<file path="config.mk">
export PLATFORM = sky130hd
export DESIGN_NAME = dds_lfsr_top
export DESIGN_NICKNAME = d
export VERILOG_FILES = /design/src/design/dds_pkg.sv /design/src/design/dds_lfsr_top.sv /design/src/design/modulation_mixer.sv /design/src/design/lfsr_symbol_gen.sv /design/src/design/dds_waveform_gen.sv
export SDC_FILE = /design/constraint.sdc
export NUM_CORES = 1
export LEC_CHECK = 0
export ABC_AREA = 1
export BUFFER_PORTS_ARGS = -buffer_cell sky130_fd_sc_hd__buf_2
export CAP_MARGIN = 15
export CORE_MARGIN = 5
export CORE_UTILIZATION = 40
export CTS_BUF_LIST = sky130_fd_sc_hd__clkbuf_16
export DETAILED_ROUTE_END_ITERATION = 10
export GPL_TIMING_DRIVEN = 0
export PLACE_DENSITY_LB_ADDON = 0.1
export SLEW_MARGIN = 0
export SYNTH_ARGS = -nofsm -noshare
export SYNTH_HDL_FRONTEND = slang
export SYNTH_SLANG_ARGS = --single-unit
</file>
<file path="constraint.sdc">
create_clock -name CLK_25MHZ -period 4.6 [get_ports CLK_25MHZ]
set_input_delay 0.92 -clock CLK_25MHZ [delete_from_list [all_inputs] [get_ports CLK_25MHZ]]
set_output_delay 0.92 -clock CLK_25MHZ [all_outputs]
set_load 0.05 [all_outputs]
</file>
<file path="src/design/sine_table.hex">
// sine table, one signed 12-bit two's complement sample per line, address 0 to 63
000
0C9
18F
252
30F
3C5
471
513
5A7
62E
6A6
70D
763
7A7
7D8
7F5
7FF
7F5
7D8
7A7
763
70D
6A6
62E
5A7
513
471
3C5
30F
252
18F
0C9
000
F37
E71
DAE
CF1
C3B
B8F
AED
A59
9D2
95A
8F3
89D
859
828
80B
801
80B
828
859
89D
8F3
95A
9D2
A59
AED
B8F
C3B
CF1
DAE
E71
F37

</file>
<file path="src/design/dds_pkg.sv">
package dds_pkg;

   ////////////////////
   // sample and phase widths
   ////////////////////

   localparam int SAMPLE_WIDTH = 12;
   typedef logic signed [SAMPLE_WIDTH-1:0] sample_t;   // one signed waveform sample

   localparam int PHASE_WIDTH = 32;
   typedef logic [PHASE_WIDTH-1:0] phase_t;            // accumulator and tuning word

   // sine table geometry
   localparam int TABLE_ADDR_WIDTH = 6;
   localparam int TABLE_DEPTH = 1 << TABLE_ADDR_WIDTH; // 64 entries per period
   localparam logic [TABLE_ADDR_WIDTH-1:0] QUARTER_OFFSET = 6'd16; // sine to cosine

   ////////////////////
   // levels and defaults
   ////////////////////

   localparam phase_t DEFAULT_TUNING = 32'd258;        // tuning outside FSK

   // square swings between +2047 and -2047
   localparam sample_t SQUARE_HIGH = 12'sd2047;

   localparam sample_t LFSR_LOW_LEVEL = 12'h800;       // most negative sample

   // 5-bit LFSR, x^5+x^3+1
   localparam int LFSR_WIDTH = 5;
   localparam logic [LFSR_WIDTH-1:0] LFSR_SEED = 5'b00001;

   ////////////////////
   // selectors
   ////////////////////

   typedef enum logic [1:0] {
      WAVE_SINE   = 2'b00,
      WAVE_COSINE = 2'b01,
      WAVE_SAW    = 2'b10,
      WAVE_SQUARE = 2'b11
   } wave_sel_e;

   typedef enum logic [1:0] {
      MOD_ASK  = 2'b00,
      MOD_FSK  = 2'b01,
      MOD_BPSK = 2'b10,
      MOD_LFSR = 2'b11
   } mod_sel_e;

   // the four generator outputs, 48 bits
   typedef struct packed {
      sample_t sine;
      sample_t cosine;
      sample_t saw;
      sample_t square;
   } wave_set_t;

endpackage
</file>
<file path="src/design/dds_lfsr_top.sv">
module dds_lfsr_top #(
   parameter int TICK_DIVIDE = 25_000_000   // one symbol step per second at 25 MHz
) (
   input  logic               CLK_25MHZ,
   input  logic               reset_from_key,
   input  dds_pkg::phase_t    tuning_word,   // used in FSK mode only
   input  dds_pkg::wave_sel_e wave_sel,
   input  dds_pkg::mod_sel_e  mod_sel,
   output dds_pkg::sample_t   wave_out,
   output dds_pkg::sample_t   mod_out,
   output logic               symbol
);

   dds_pkg::phase_t active_tuning;
   dds_pkg::wave_set_t waves;

   ////////////////////
   // tuning word choice
   ////////////////////

   // only FSK moves the DDS frequency
   assign active_tuning = (mod_sel == dds_pkg::MOD_FSK) ? tuning_word
                                                        : dds_pkg::DEFAULT_TUNING;

   ////////////////////
   // generators
   ////////////////////

   dds_waveform_gen u_waveform_gen (
      .CLK_25MHZ      (CLK_25MHZ),
      .reset_from_key (reset_from_key),
      .tuning         (active_tuning),
      .waves          (waves)              // sine, cosine, saw, square
   );

   // slow random symbol stream
   lfsr_symbol_gen #(
      .TICK_DIVIDE (TICK_DIVIDE)
   ) u_symbol_gen (
      .CLK_25MHZ      (CLK_25MHZ),
      .reset_from_key (reset_from_key),
      .symbol         (symbol)
   );

   ////////////////////
   // mixer
   ////////////////////

   modulation_mixer u_mixer (
      .CLK_25MHZ      (CLK_25MHZ),
      .reset_from_key (reset_from_key),
      .waves          (waves),
      .symbol         (symbol),
      .wave_sel       (wave_sel),
      .mod_sel        (mod_sel),
      .wave_out       (wave_out),          // registered selection
      .mod_out        (mod_out)
   );

endmodule

</file>
<file path="src/design/modulation_mixer.sv">
module modulation_mixer (
   input  logic               CLK_25MHZ,
   input  logic               reset_from_key,
   input  dds_pkg::wave_set_t waves,
   input  logic               symbol,
   input  dds_pkg::wave_sel_e wave_sel,
   input  dds_pkg::mod_sel_e  mod_sel,
   output dds_pkg::sample_t   wave_out,
   output dds_pkg::sample_t   mod_out
);

   dds_pkg::sample_t ask_wave;
   dds_pkg::sample_t fsk_wave;
   dds_pkg::sample_t bpsk_wave;
   dds_pkg::sample_t lfsr_wave;
   dds_pkg::sample_t wave_next;
   dds_pkg::sample_t mod_next;

   ////////////////////
   // modulated signals
   ////////////////////

   assign ask_wave  = symbol ? waves.sine : '0;              // on/off keying
   assign fsk_wave  = waves.sine;                            // frequency set by top
   assign bpsk_wave = symbol ? -waves.cosine : waves.cosine; // 180 degree flip
   assign lfsr_wave = symbol ? '0 : dds_pkg::LFSR_LOW_LEVEL;

   // waveform choice
   always_comb
   begin
      case (wave_sel)
         dds_pkg::WAVE_SINE:   wave_next = waves.sine;
         dds_pkg::WAVE_COSINE: wave_next = waves.cosine;
         dds_pkg::WAVE_SAW:    wave_next = waves.saw;
         dds_pkg::WAVE_SQUARE: wave_next = waves.square;
         default:              wave_next = '0;
      endcase
   end

   // modulation choice
   always_comb
   begin
      case (mod_sel)
         dds_pkg::MOD_ASK:  mod_next = ask_wave;
         dds_pkg::MOD_FSK:  mod_next = fsk_wave;
         dds_pkg::MOD_BPSK: mod_next = bpsk_wave;
         dds_pkg::MOD_LFSR: mod_next = lfsr_wave;
         default:           mod_next = '0;
      endcase
   end

   ////////////////////
   // output register
   ////////////////////

   always_ff @(posedge CLK_25MHZ)
   begin
      if (reset_from_key)
      begin
         wave_out <= '0;
         mod_out  <= '0;
      end
      else
      begin
         wave_out <= wave_next;
         mod_out  <= mod_next;
      end
   end

endmodule

</file>
<file path="src/design/lfsr_symbol_gen.sv">
module lfsr_symbol_gen #(
   parameter int TICK_DIVIDE = 25_000_000   // clocks per LFSR step
) (
   input  logic CLK_25MHZ,
   input  logic reset_from_key,
   output logic symbol
);

   localparam int COUNT_WIDTH = (TICK_DIVIDE > 1) ? $clog2(TICK_DIVIDE) : 1;
   localparam logic [COUNT_WIDTH-1:0] COUNT_LAST = COUNT_WIDTH'(TICK_DIVIDE - 1);

   logic [COUNT_WIDTH-1:0] tick_count;
   logic tick;
   logic [dds_pkg::LFSR_WIDTH-1:0] lfsr;
   logic feedback;

   ////////////////////
   // tick divider
   ////////////////////

   // enable pulse instead of a slow clock
   assign tick = (tick_count == COUNT_LAST);

   always_ff @(posedge CLK_25MHZ)
   begin
      if (reset_from_key)
      begin
         tick_count <= '0;
      end
      else if (tick)
      begin
         tick_count <= '0;   // wrap
      end
      else
      begin
         tick_count <= tick_count + 1'b1;
      end
   end

   ////////////////////
   // 5-bit LFSR
   ////////////////////

   assign feedback = lfsr[0] ^ lfsr[2];   // x^5+x^3+1, period 31

   always_ff @(posedge CLK_25MHZ)
   begin
      if (reset_from_key)
      begin
         lfsr <= dds_pkg::LFSR_SEED;
      end
      else if (tick)
      begin
         // shift toward bit 0, feedback into bit 4
         lfsr <= {feedback, lfsr[dds_pkg::LFSR_WIDTH-1:1]};
      end
   end

   assign symbol = lfsr[0];   // straight from the register

endmodule

</file>
<file path="src/design/dds_waveform_gen.sv">
module dds_waveform_gen (
   input  logic               CLK_25MHZ,
   input  logic               reset_from_key,
   input  dds_pkg::phase_t    tuning,         // phase step per clock
   output dds_pkg::wave_set_t waves
);

   localparam string TABLE_FILE = "/design/src/design/sine_table.hex";

   // one full sine period, signed 12-bit
   dds_pkg::sample_t sine_rom [0:dds_pkg::TABLE_DEPTH-1];

   dds_pkg::phase_t phase;
   logic [dds_pkg::TABLE_ADDR_WIDTH-1:0] sine_addr;
   logic [dds_pkg::TABLE_ADDR_WIDTH-1:0] cos_addr;
   logic [dds_pkg::SAMPLE_WIDTH-1:0] saw_bits;
   logic phase_msb;

   initial
   begin
      $readmemh(TABLE_FILE, sine_rom);
   end

   ////////////////////
   // phase accumulator
   ////////////////////

   always_ff @(posedge CLK_25MHZ)
   begin
      if (reset_from_key)
      begin
         phase <= '0;
      end
      else
      begin
         phase <= phase + tuning;   // wraps at 2^32
      end
   end

   ////////////////////
   // table addressing
   ////////////////////

   // top phase bits index the table
   assign sine_addr = phase[dds_pkg::PHASE_WIDTH-1 -: dds_pkg::TABLE_ADDR_WIDTH];

   // quarter period ahead, wraps in 6 bits
   assign cos_addr = sine_addr + dds_pkg::QUARTER_OFFSET;

   assign saw_bits  = phase[dds_pkg::PHASE_WIDTH-1 -: dds_pkg::SAMPLE_WIDTH];
   assign phase_msb = phase[dds_pkg::PHASE_WIDTH-1];

   ////////////////////
   // waveform register
   ////////////////////

   always_ff @(posedge CLK_25MHZ)
   begin
      if (reset_from_key)
      begin
         waves <= '0;
      end
      else
      begin
         waves.sine   <= sine_rom[sine_addr];
         waves.cosine <= sine_rom[cos_addr];
         waves.saw    <= dds_pkg::sample_t'(saw_bits);   // ramp read as signed
         if (phase_msb)
         begin
            waves.square <= -dds_pkg::SQUARE_HIGH;     // second half period
         end
         else
         begin
            waves.square <= dds_pkg::SQUARE_HIGH;
         end
      end
   end

endmodule

</file>
==> summary.md, run 1 <==
| Metric | Value |
|---|---|
| Die H | `131 um` |
| CTS hold repair buffers | `0` |
| Critical Path Slowest Stage Cell | `fa_1` |
| Mapped Cells | `942` |
| Mapped cell area | `5810 um^2` |
| Min-Delay Path Class | `reg2reg` |
| Antenna cells | `0` |
| Part of the Yosys area used for sequential elements | `30.7%` |
| Final nets | `1084` |
| Total negative slack | `0 ns` |
| Routability Congestion | `0.910` |
| DR pass1 iterations | `5` |
| DR WL met2 | `5970 um` |
| Post-CTS Setup Inserts | `0` |
| Top routing layer in use | `met4` |
| Met3 wire length | `510 um` |
| Htree depth | `3` |
| GRT overflow | `0` |
| CTS max path bufs | `2` |
| Switch Pwr | `0.566 mW` |
| Dpl cells | `1186` |
| Total GRT Usage | `17.1%` |
| Vias in the first global route | `4801` |
| Status | `completed` |
| Core footprint | `14400 um^2` |
| Total of max-cap violations | `0` |
| Met1 wire length | `7210 um` |
| Crit-path max FO | `10` |
| Inserted Clock Buffers | `9` |
| Clock transition at path regs | `0.07 ns` |
| Logic pwr share | `15.5%` |
| Port buffer count | `50` |
| Prevailing post-synth register cell | `dfxtp_1` |
| Fin. Hold Viols | `0` |
| CP endpoint kind | `flop` |
| Relative slew margins | `57.4%` |
| CTS tree | `done` |
| Post-route ant nets | `0` |
| Cell Pwr Density | `280 nW/um^2` |
| HPWL after DPL | `11300 um` |
| Total clock sinks | `89` |
| CTS resizes | `0` |
| Worst skew pair latency | `0.35 ns` |
| Fin. max-slew vios | `0` |
| First-pass GRT wire length | `23100 um` |
| Routed wire length | `13800 um` |
| Synthesis-to-finish area growth | `14.0%` |
| IO Pins | `63` |
| Internal power | `1.29 mW` |
| WL/cell | `11.5 um` |
| Std cell rows | `44` |
| Final setup viols | `0` |
| Setup Crit Path Kind | `in2reg` |
| Die width | `131 um` |
| Peak Freq | `310 MHz` |
| Initial DRC count | `346` |
| Yosys warnings | `0` |
| Leak | `3.51 nW` |
| Clk network pwr share | `40.1%` |
| Pin count of the biggest net entering global routing | `19` |
| Initial Util | `40.4%` |
| Mean Syn Cell Area | `6.17 um^2` |
| Non-Filler Instances | `1202` |
| Worst-margin pin slew | `0.639 ns` |
| RSZ-0062 raised after global routing | `no` |
| Worst path cell trace | `buf_2, nor2_1, inv_1, clkbuf_1, nor2_1, ha_1, inv_1, fa_1, inv_1, nand3_1, nand3_1, nand3_1, nand3_1, nand2_1, a21oi_1, nor2_1` |
| DRC Markers | `0` |
| Fraction of registers with async set/reset | `0%` |
| Sw Ratio | `30.6%` |
| Antenna violations before repair | `0` |
| Arrival @ worst endpoint | `3.47 ns` |
| Peak supply drop | `0.148 mV` |
| Root buffer cell | `clkbuf_16` |
| Slowest stage delay, CP | `0.39 ns` |
| Vias per inst | `4.44` |
| Min cycle time layout | `3.22 ns` |
| Seq cells post-synth | `89` |
| Startpoint types | `input port` |
| Sequential Power Share | `44.4%` |
| Layout cells sized above 1 | `11.7%` |
| Die ar. | `17000 um^2` |
| Distinct cells, synth | `42` |
| Most used cell along the critical path | `nand3_1` |
| DR vias | `5341` |
| Data required, critical path | `4.85 ns` |
| Fin crit share | `70.1%` |
| EDFF count, synth | `0` |
| Worst Skew | `0.00828 ns` |
[synth_stat cells, types with 3 or more instances]
master	instances	area, um^2
nand2_1	271	1020
inv_1	184	691
nor2_1	128	480
dfxtp_1	89	1780
a21oi_1	58	290
nand3_1	49	245
ha_1	32	400
o21ai_0	16	80.1
nor3_1	14	70.1
buf_4	11	82.6
a21oi_2	10	87.6
clkbuf_1	10	37.5
xor2_1	10	87.6
nand4_1	8	50.1
nand2_2	7	43.8
and2_1	5	31.3
inv_2	4	15.0
nor2_4	4	45.0
nor2_2	3	18.8
o21bai_1	3	22.5
[cell families after synthesis]
group                    Yosys count  share of synthesized area, %
AND/OR/NAND/NOR                  504                          36.9
buffers and inverters            214                          14.9
AO/OA/AOI/OAI                     91                          8.76
flip-flops                        89                          30.7
adder cells (fa/ha/maj)           33                          7.23
XOR/XNOR                          10                          1.51
other                              1                        0.0645
[layer usage]
metal  track usage (%)  vias to the layer above
met5                 0                        -
met4              4.36                        0
met3              2.76                       11
met2              26.7                       84
met1              24.7                     2247
li1                  -                     2999
[worst paths after layout]
| check | from | endpoint | slack, ns | depth (start not counted) |
|---|---|---|---|---|
| setup reg to reg | u_waveform_gen.phase[0] | u_waveform_gen.phase[28] | 2.45 | 11 |
| hold reg to reg | u_waveform_gen.waves[11] | u_mixer.wave_out[11] | 0.41 | 2 |
| setup / recovery | mod_sel[1] | u_waveform_gen.phase[28] | 1.38 | 16 |
| hold / removal | u_waveform_gen.waves[11] | u_mixer.wave_out[11] | 0.41 | 2 |
[sequential cells by signal (all words and copies together) (netlist names)]
| name | count |
|---|---|
| u_mixer.wave_out | 12 |
| u_waveform_gen.waves | 14 |
| u_symbol_gen.lfsr | 5 |
| u_symbol_gen.tick_count | 25 |
| u_mixer.mod_out | 1 |
| u_waveform_gen.phase | 32 |
[layout by cell type (no fill, tap or decap), types with 8 or more instances in the layout]
cell type and n:
nor2_1 128, nor3_1 14, nand2_1 271, o21ai_0 16, nand4_1 8, buf_4 11, xor2_1 10, conb_1 11
nand3_1 49, a21oi_1 58, clkbuf_16 9, a21oi_2 10, buf_2 51, clkbuf_1 10, ha_1 32, dfxtp_1 89
inv_1 184
[area by class of cell]
cell class	instances	area, um^2
Multi-Input combinational cell	649	3200
Clock inverter	7	71.3
Clock buffer	9	225
Buffer	25	156
Timing Repair Buffer	50	250
Tap cell	184	230
Inverter	189	711
Sequential cell	89	1780
Fill cell	1578	7740
[power groups by stage]
| stage | combinational (mW) | clock, mW | sequential [mW] |
|---|---|---|---|
| floorplan | 0.204 | 0 | 0.849 |
| finish | 0.288 | 0.742 | 0.823 |
| global placement | 0.287 | 0 | 0.841 |
| CTS | 0.290 | 0.768 | 0.824 |
| detailed placement | 0.289 | 0 | 0.842 |
| global route | 0.331 | 0.803 | 0.827 |
[stage by stage]
stage / instance area (um^2) / power (mW) / hold slack, ns / worst slack (ns) / utilization, %
6_report: 6630 / 1.85 / 0.410 / 1.38 / 46.1
5_1_grt: 6630 / 1.96 / 0.428 / 1.14 / 46.1
4_1_cts: 6630 / 1.88 / 0.416 / 1.37 / 46.1
3_5_place_dp: 6330 / 1.13 / 0.405 / 0.995 / 44.1
3_3_place_gp: 6330 / 1.13 / 0.410 / 1.00 / 44.1
2_1_floorplan: 5850 / 1.05 / 0.395 / 1.74 / -
[worst max-delay path: cells and delay by family]
kind | cells | cell delay, ns
AOI/OAI and AO/OA | 1 | 0.16
and+or+nand+nor | 8 | 1.07
buffers and inverters | 5 | 0.68
adders and majority gates | 2 | 0.62
(Power assumes the default switching activity.)
==> run 2: changes to the inputs <==
- clock period: 4.6 -> 2.91 ns (I/O delays scaled with it)
==> summary.md, run 2 (same netlist as run 1, synthesis figures left out) <==
| Metric | Value |
|---|---|
| Synthesis-to-finish area growth | `14.3%` |
| HPWL after DPL | `11300 um (unchanged)` |
| Relative slew margins | `57.0% (-0.37 points)` |
| GRT overflow | `0 (unchanged)` |
| IO Pins | `63 (unchanged)` |
| WL/cell | `11.5 um (+0.15%)` |
| Post-CTS Setup Inserts | `0 (unchanged)` |
| Die width | `131 um (unchanged)` |
| Crit-path max FO | `10 (unchanged)` |
| Die ar. | `17000 um^2 (unchanged)` |
| Initial DRC count | `332 (-4.0%)` |
| Worst path cell trace | `buf_2, nor2_1, inv_1, buf_2, nor2_1, ha_1, inv_1, fa_1, inv_1, nand3_1, nand3_2, nand3_1, nand3_2, nand2_1, a21oi_1, nor2_1` |
| First-pass GRT wire length | `23100 um (unchanged)` |
| CTS hold repair buffers | `0 (unchanged)` |
| CTS max path bufs | `2 (unchanged)` |
| Met1 usage in global routing | `24.7% (unchanged)` |
| Fin crit share | `91.5%` |
| Total GRT Usage | `17.1% (unchanged)` |
| Worst skew pair latency | `0.35 ns (about the same)` |
| Die H | `131 um (unchanged)` |
| GR peak layer | `met2` |
| Placement Setup Slack | `-0.357 ns (-1.35 ns)` |
| DR pass1 iterations | `5 (unchanged)` |
| Start point of the worst min-delay path | `u_waveform_gen.waves[11]` |
| Slowest stage delay, CP | `0.39 ns (about the same)` |
| Vias per inst | `4.44 (-0.19%)` |
| Worst-margin pin slew | `0.645 ns (+0.00561 ns)` |
| Met3 usage | `2.76% (unchanged)` |
| CTS tree | `done` |
| Final nets | `1084 (unchanged)` |
| Final Power | `2.93 mW (+58%)` |
| Vias in the first global route | `4801 (unchanged)` |
| Layout cells sized above 1 | `12.4% (+0.69 points)` |
| Fin. Hold Viols | `0 (unchanged)` |
| FILL cells | `1577 (-0.063%)` |
| Critical path startpoint | `mod_sel[1]` |
| Critical Path Slowest Stage Cell | `fa_1` |
| RSZ-0062 raised after global routing | `no` |
| R2r startpoint | `u_waveform_gen.phase[0]` |
| R2R Setup Slk | `0.90 ns (-1.55 ns)` |
| Min-Delay Path Class | `reg2reg` |
| Total clock sinks | `89 (unchanged)` |
| Routed wire length | `13900 um (+0.15%)` |
| Port buffer count | `50 (unchanged)` |
| DRC Markers | `0 (unchanged)` |
| Routability Congestion | `0.910 (unchanged)` |
| Setup ws final | `0.249 ns (-1.13 ns)` |
| Cell Pwr Density | `441 nW/um^2 (+58%)` |
| Pin count of the biggest net entering global routing | `19 (unchanged)` |
| Root buffer cell | `clkbuf_16` |
| Min cycle time layout | `2.66 ns` |
| Clock transition at path regs | `0.07 ns (about the same)` |
| Final setup viols | `0 (unchanged)` |
| Htree depth | `3 (unchanged)` |
| Post-route ant nets | `0 (unchanged)` |
| Peak supply drop | `0.233 mV (+58%)` |
| Peak Freq | `376 MHz` |
| Antenna cells | `0 (unchanged)` |
| Data required, critical path | `3.16 ns (-1.69 ns)` |
| Fin. max-slew vios | `0 (unchanged)` |
| Top Registers | `u_waveform_gen.phase (32), u_symbol_gen.tick_count (25), u_waveform_gen.waves (14)` |
| Number of flip-flops under the largest register name | `32 (unchanged)` |
| Core footprint | `14400 um^2 (unchanged)` |
| Status | `completed` |
| Most flop-heavy register | `u_waveform_gen.phase` |
| Total of max-cap violations | `0 (unchanged)` |
| Setup Crit Path Kind | `in2reg` |
| Initial Util | `40.4% (unchanged)` |
| Most frequent cells in the layout | `nand2_1 (270), inv_1 (184), nor2_1 (127)` |
| Startpoint types | `input port` |
| Std cell rows | `44 (unchanged)` |
| Arrival @ worst endpoint | `2.91 ns (-0.56 ns)` |
| DR vias | `5331 (-0.19%)` |
| WHS | `0.410 ns (-0.00000400 ns)` |
| Total negative slack | `0 ns (unchanged)` |
| Antenna violations before repair | `0 (unchanged)` |
| M2 GR Usage | `26.7% (unchanged)` |
| Inserted Clock Buffers | `9 (unchanged)` |
| Worst Skew | `0.00737 ns (-0.000910 ns)` |
| Most common cell after layout, fill and taps aside | `nand2_1` |
| CP endpoint kind | `flop` |
| Leak | `3.53 nW (+0.58%)` |
[run 2: cell count changes in the layout (fill, tap and decap cells not counted)]
cell      change
clkbuf_1      -3
clkbuf_2      +2
nand3_1       -2
nand3_2       +2
buf_2         +1
nand2_1       -1
nand2_2       +1
nor2_1        -1
nor2_2        +1
[run 2: worst paths after layout]
check,to,cells after the start
worst max-delay path,u_waveform_gen.phase[28],16
worst min-delay path,u_mixer.wave_out[11],2
worst max register to register,u_waveform_gen.phase[28],11
worst min register to register,u_mixer.wave_out[11],2
[run 2: metrics by stage]
step                      utilization, %  instances  cell area [um^2]
after CTS                           46.1       1202              6630
after floorplan                        -        952              5850
final                               46.2       1202              6650
after global routing                46.2       1202              6650
after global placement              44.1       1186              6330
after detailed placement            44.1       1186              6330
[run 2: layout make-up]
class	instances	area, um^2	area share [%]
sequential	89	1780	26.8
inverter	189	711	10.7
clock inverter	7	71.3	1.07
timing repair buffer	50	250	3.77
tap	184	230	3.46
clock buffer	9	225	3.39
buffer	25	160	2.41
multi-input combinational	649	3220	48.4
[run 2: metal layers]
layer	wire length [um]	up-vias
met5	0	-
met4	153	0
met3	537	11
met2	5960	84
met1	7210	2237
li1	-	2999
[run 2: report_power, final]
part | leakage (nW) | internal (mW) | switching, mW | total, mW
combinational | 2.66 | 0.152 | 0.304 | 0.456
clock | 0.146 | 0.606 | 0.566 | 1.17
sequential | 0.725 | 1.28 | 0.0238 | 1.30
total | 3.53 | 2.04 | 0.894 | 2.93
[run 2: critical path: cells and delay by family]
kind                     cells  cell delay [ns]
adder cells (fa/ha/maj)      2             0.62
buffers and inverters        5             0.65
AND/OR/NAND/NOR              8             0.89
AO/OA/AOI/OAI                1             0.15
[run 2: what timing repair did]
action,CTS,global route
endpoints found under the setup margin,0,13
gates resized for setup,0,11
hold endpoints to repair,0,0
==> run 3: changes to the inputs <==
- CELL_PAD_IN_SITES_DETAIL_PLACEMENT: not set -> 2
- CELL_PAD_IN_SITES_GLOBAL_PLACEMENT: not set -> 2
- CORE_UTILIZATION: 40 -> 29
==> summary.md, run 3 (same netlist as run 1, synthesis figures left out) <==
| Metric | Value |
|---|---|
| Startpoint types | `input port` |
| Fin. max-slew vios | `0 (unchanged)` |
| Cell count along the critical path | `16 (unchanged)` |
| Fin. Hold Viols | `0 (unchanged)` |
| R2r startpoint | `u_waveform_gen.phase[0]` |
| Setup Crit Path Kind | `in2reg` |
| Total GRT Usage | `16.9% (-0.25 points)` |
| Worst path top cell family by delay | `simple AND/OR/NAND/NOR gates` |
| Min-Delay Path Class | `reg2reg` |
| Leak | `3.53 nW (about the same)` |
| Total negative slack | `0 ns (unchanged)` |
| Vias in the first global route | `6042 (+26%)` |
| Most frequent cells in the layout | `nand2_1 (270), inv_1 (183), nor2_1 (127)` |
| CTS tree | `done` |
| Crit path buffers/inverters | `5 (unchanged)` |
| Worst r2r path cells | `11 (unchanged)` |
| Core footprint | `19600 um^2 (+36%)` |
| DRC Markers | `0 (unchanged)` |
| Pin count of the biggest net entering global routing | `19 (unchanged)` |
| HPWL after DPL | `15200 um (+35%)` |
| Layout cells sized above 1 | `12.7% (+0.29 points)` |
| RSZ-0062 raised after global routing | `no` |
| Routability Congestion | `0.817 (-10%)` |
| Top Registers | `u_waveform_gen.phase (32), u_symbol_gen.tick_count (25), u_waveform_gen.waves (14)` |
| WHS Endpoint | `u_mixer.wave_out[11]` |
| First-pass GRT wire length | `30200 um (+31%)` |
| FILL cells | `2518 (+60%)` |
| Start point of the worst min-delay path | `u_waveform_gen.waves[11]` |
| Final nets | `1084 (unchanged)` |
| Non-Filler Instances | `1283 (+6.7%)` |
| Arrival @ worst endpoint | `2.90 ns (about the same)` |
| Hold path depth | `2 (unchanged)` |
| R2R Setup Slk | `0.85 ns (-0.05 ns)` |
| Worst-margin pin slew | `0.671 ns (+0.0261 ns)` |
| Antenna cells | `0 (unchanged)` |
| DR vias | `5733 (+7.5%)` |
| Most flop-heavy register | `u_waveform_gen.phase` |
| WL/cell | `14.4 um (+25%)` |
| CP endpoint kind | `flop` |
| Peak Freq | `377 MHz (+0.39%)` |
| Worst path cell trace | `buf_2, nor2_4, inv_2, clkbuf_4, nor2_1, ha_2, inv_1, fa_1, inv_1, nand3_1, nand3_2, nand3_1, nand3_2, nand2_1, a21oi_1, nor2_1` |
| R2r endpoint | `u_waveform_gen.phase[28]` |
| Sequential Power Share | `43.6% (-0.8 points)` |
| Root buffer cell | `clkbuf_16` |
| Critical path startpoint | `mod_sel[1]` |
| Cell Pwr Density | `442 nW/um^2 (+0.37%)` |
| Status | `completed` |
| Post-place instance area | `6430 um^2 (+1.6%)` |
| Vias per inst | `4.47 (+0.75%)` |
| Final Instance Area | `6760 um^2 (+1.7%)` |
| Port buffer count | `50 (unchanged)` |
| Post-CTS Setup Inserts | `0 (unchanged)` |
| Data required, critical path | `3.16 ns (about the same)` |
| DR pass1 iterations | `4 (-1)` |
| Total clock sinks | `89 (unchanged)` |
| IO Pins | `63 (unchanged)` |
| Setup ws final | `0.259 ns (+0.0105 ns)` |
| Logic pwr share | `16.1% (+0.5 points)` |
| Most common cell after layout, fill and taps aside | `nand2_1` |
| Post-route ant nets | `0 (unchanged)` |
| Routed wire length | `18500 um (+33%)` |
| Initial DRC count | `109 (-67%)` |
| Critical Path Slowest Stage Cell | `fa_1` |
| Dpl cells | `1267 (+6.8%)` |
| Sw Ratio | `31.9% (+1.3 points)` |
| Antenna violations before repair | `0 (unchanged)` |
| Worst Skew | `0.00936 ns (+0.00199 ns)` |
| Clk network pwr share | `40.3% (+0.3 points)` |
| Internal power | `2.04 mW (+0.10%)` |
| GRT overflow | `0 (unchanged)` |
| Synthesis-to-finish area growth | `16.3%` |
| Final setup viols | `0 (unchanged)` |
| WHS | `0.431 ns (+0.0204 ns)` |
| CTS max path bufs | `2 (unchanged)` |
| Clock transition at path regs | `0.08 ns (about the same)` |
| Placement Setup Slack | `-0.674 ns (-0.317 ns)` |
| Switch Pwr | `0.952 mW (+6.5%)` |
| Inserted Clock Buffers | `9 (unchanged)` |
| Peak supply drop | `0.228 mV (-2.4%)` |
| Relative slew margins | `55.3% (-1.7 points)` |
| Die H | `152 um (+16%)` |
| CTS hold repair buffers | `0 (unchanged)` |
| Worst skew pair latency | `0.35 ns (about the same)` |
| Fin crit share | `91.1% (-0.36 points)` |
| Die ar. | `23000 um^2 (+35%)` |
| Crit-path max FO | `10 (unchanged)` |
| Min cycle time layout | `2.65 ns (-0.0105 ns)` |
| Number of flip-flops under the largest register name | `32 (unchanged)` |
| Htree depth | `3 (unchanged)` |
| Die width | `152 um (+16%)` |
| Std cell rows | `51 (+16%)` |
| Slowest stage delay, CP | `0.39 ns (about the same)` |
| Initial Util | `29.7% (-11 points)` |
| Total of max-cap violations | `0 (unchanged)` |
==> run 3: layout make-up <==
cell class	count	area, um^2	area share, %
repair buffers	50	250	3.70
clock buffers	9	225	3.33
clock inverters	7	66.3	0.981
multi-input cells	649	3230	47.8
plain buffers	25	163	2.41
inverters	189	711	10.5
well taps	265	332	4.91
flip-flops and latches	89	1780	26.4
==> run 3: worst register-to-register path: stages (launching register included) <==
cell and delay, ns:
dfxtp_1 0.32, ha_2 0.20, inv_1 0.06, fa_1 0.39, inv_1 0.13, nand3_1 0.10
nand3_2 0.12, nand3_1 0.10, nand3_2 0.15, nand2_1 0.14, a21oi_1 0.19, nor2_1 0.07
==> run 3: what timing repair did <==
item,in CTS,in global routing
gates cloned,0,0
endpoints found under the setup margin,10,21
resized for setup,5,9
==> run 3: metrics by stage <==
stage / util [%] / power, mW
final: 34.5 / 2.99
after detailed placement: 32.8 / 1.82
after global routing: 34.5 / 3.17
after floorplan: - / 1.67
after CTS: 34.4 / 3.06
after global placement: 32.8 / 1.80
==> run 3: worst max path at each step <==
stage,to
2_1_floorplan,u_waveform_gen.phase[28]
3_3_place_gp,u_waveform_gen.phase[28]
3_5_place_dp,u_waveform_gen.phase[28]
4_1_cts,u_waveform_gen.phase[19]
5_1_grt,u_waveform_gen.phase[28]
6_report,u_waveform_gen.phase[28]
==> run 3: power groups by stage <==
stage               clock network, mW  logic, mW  registers, mW
floorplan                           0      0.323           1.34
global placement                    0      0.473           1.33
detailed placement                  0      0.486           1.33
CTS                              1.26      0.490           1.30
global route                     1.31      0.552           1.31
finish                           1.21      0.481           1.30
==> run 3: metal layers <==
metal | routed length (um) | up-vias | part of all wire, % | track usage (%)
met2 | 8990 | 58 | 49 | 30.0
met4 | 141 | 0 | 0.76 | 3.50
met1 | 8920 | 2680 | 48 | 21.6
met3 | 397 | 10 | 2.2 | 2.59
li1 | - | 2985 | - | -
met5 | 0 | - | 0 | 0
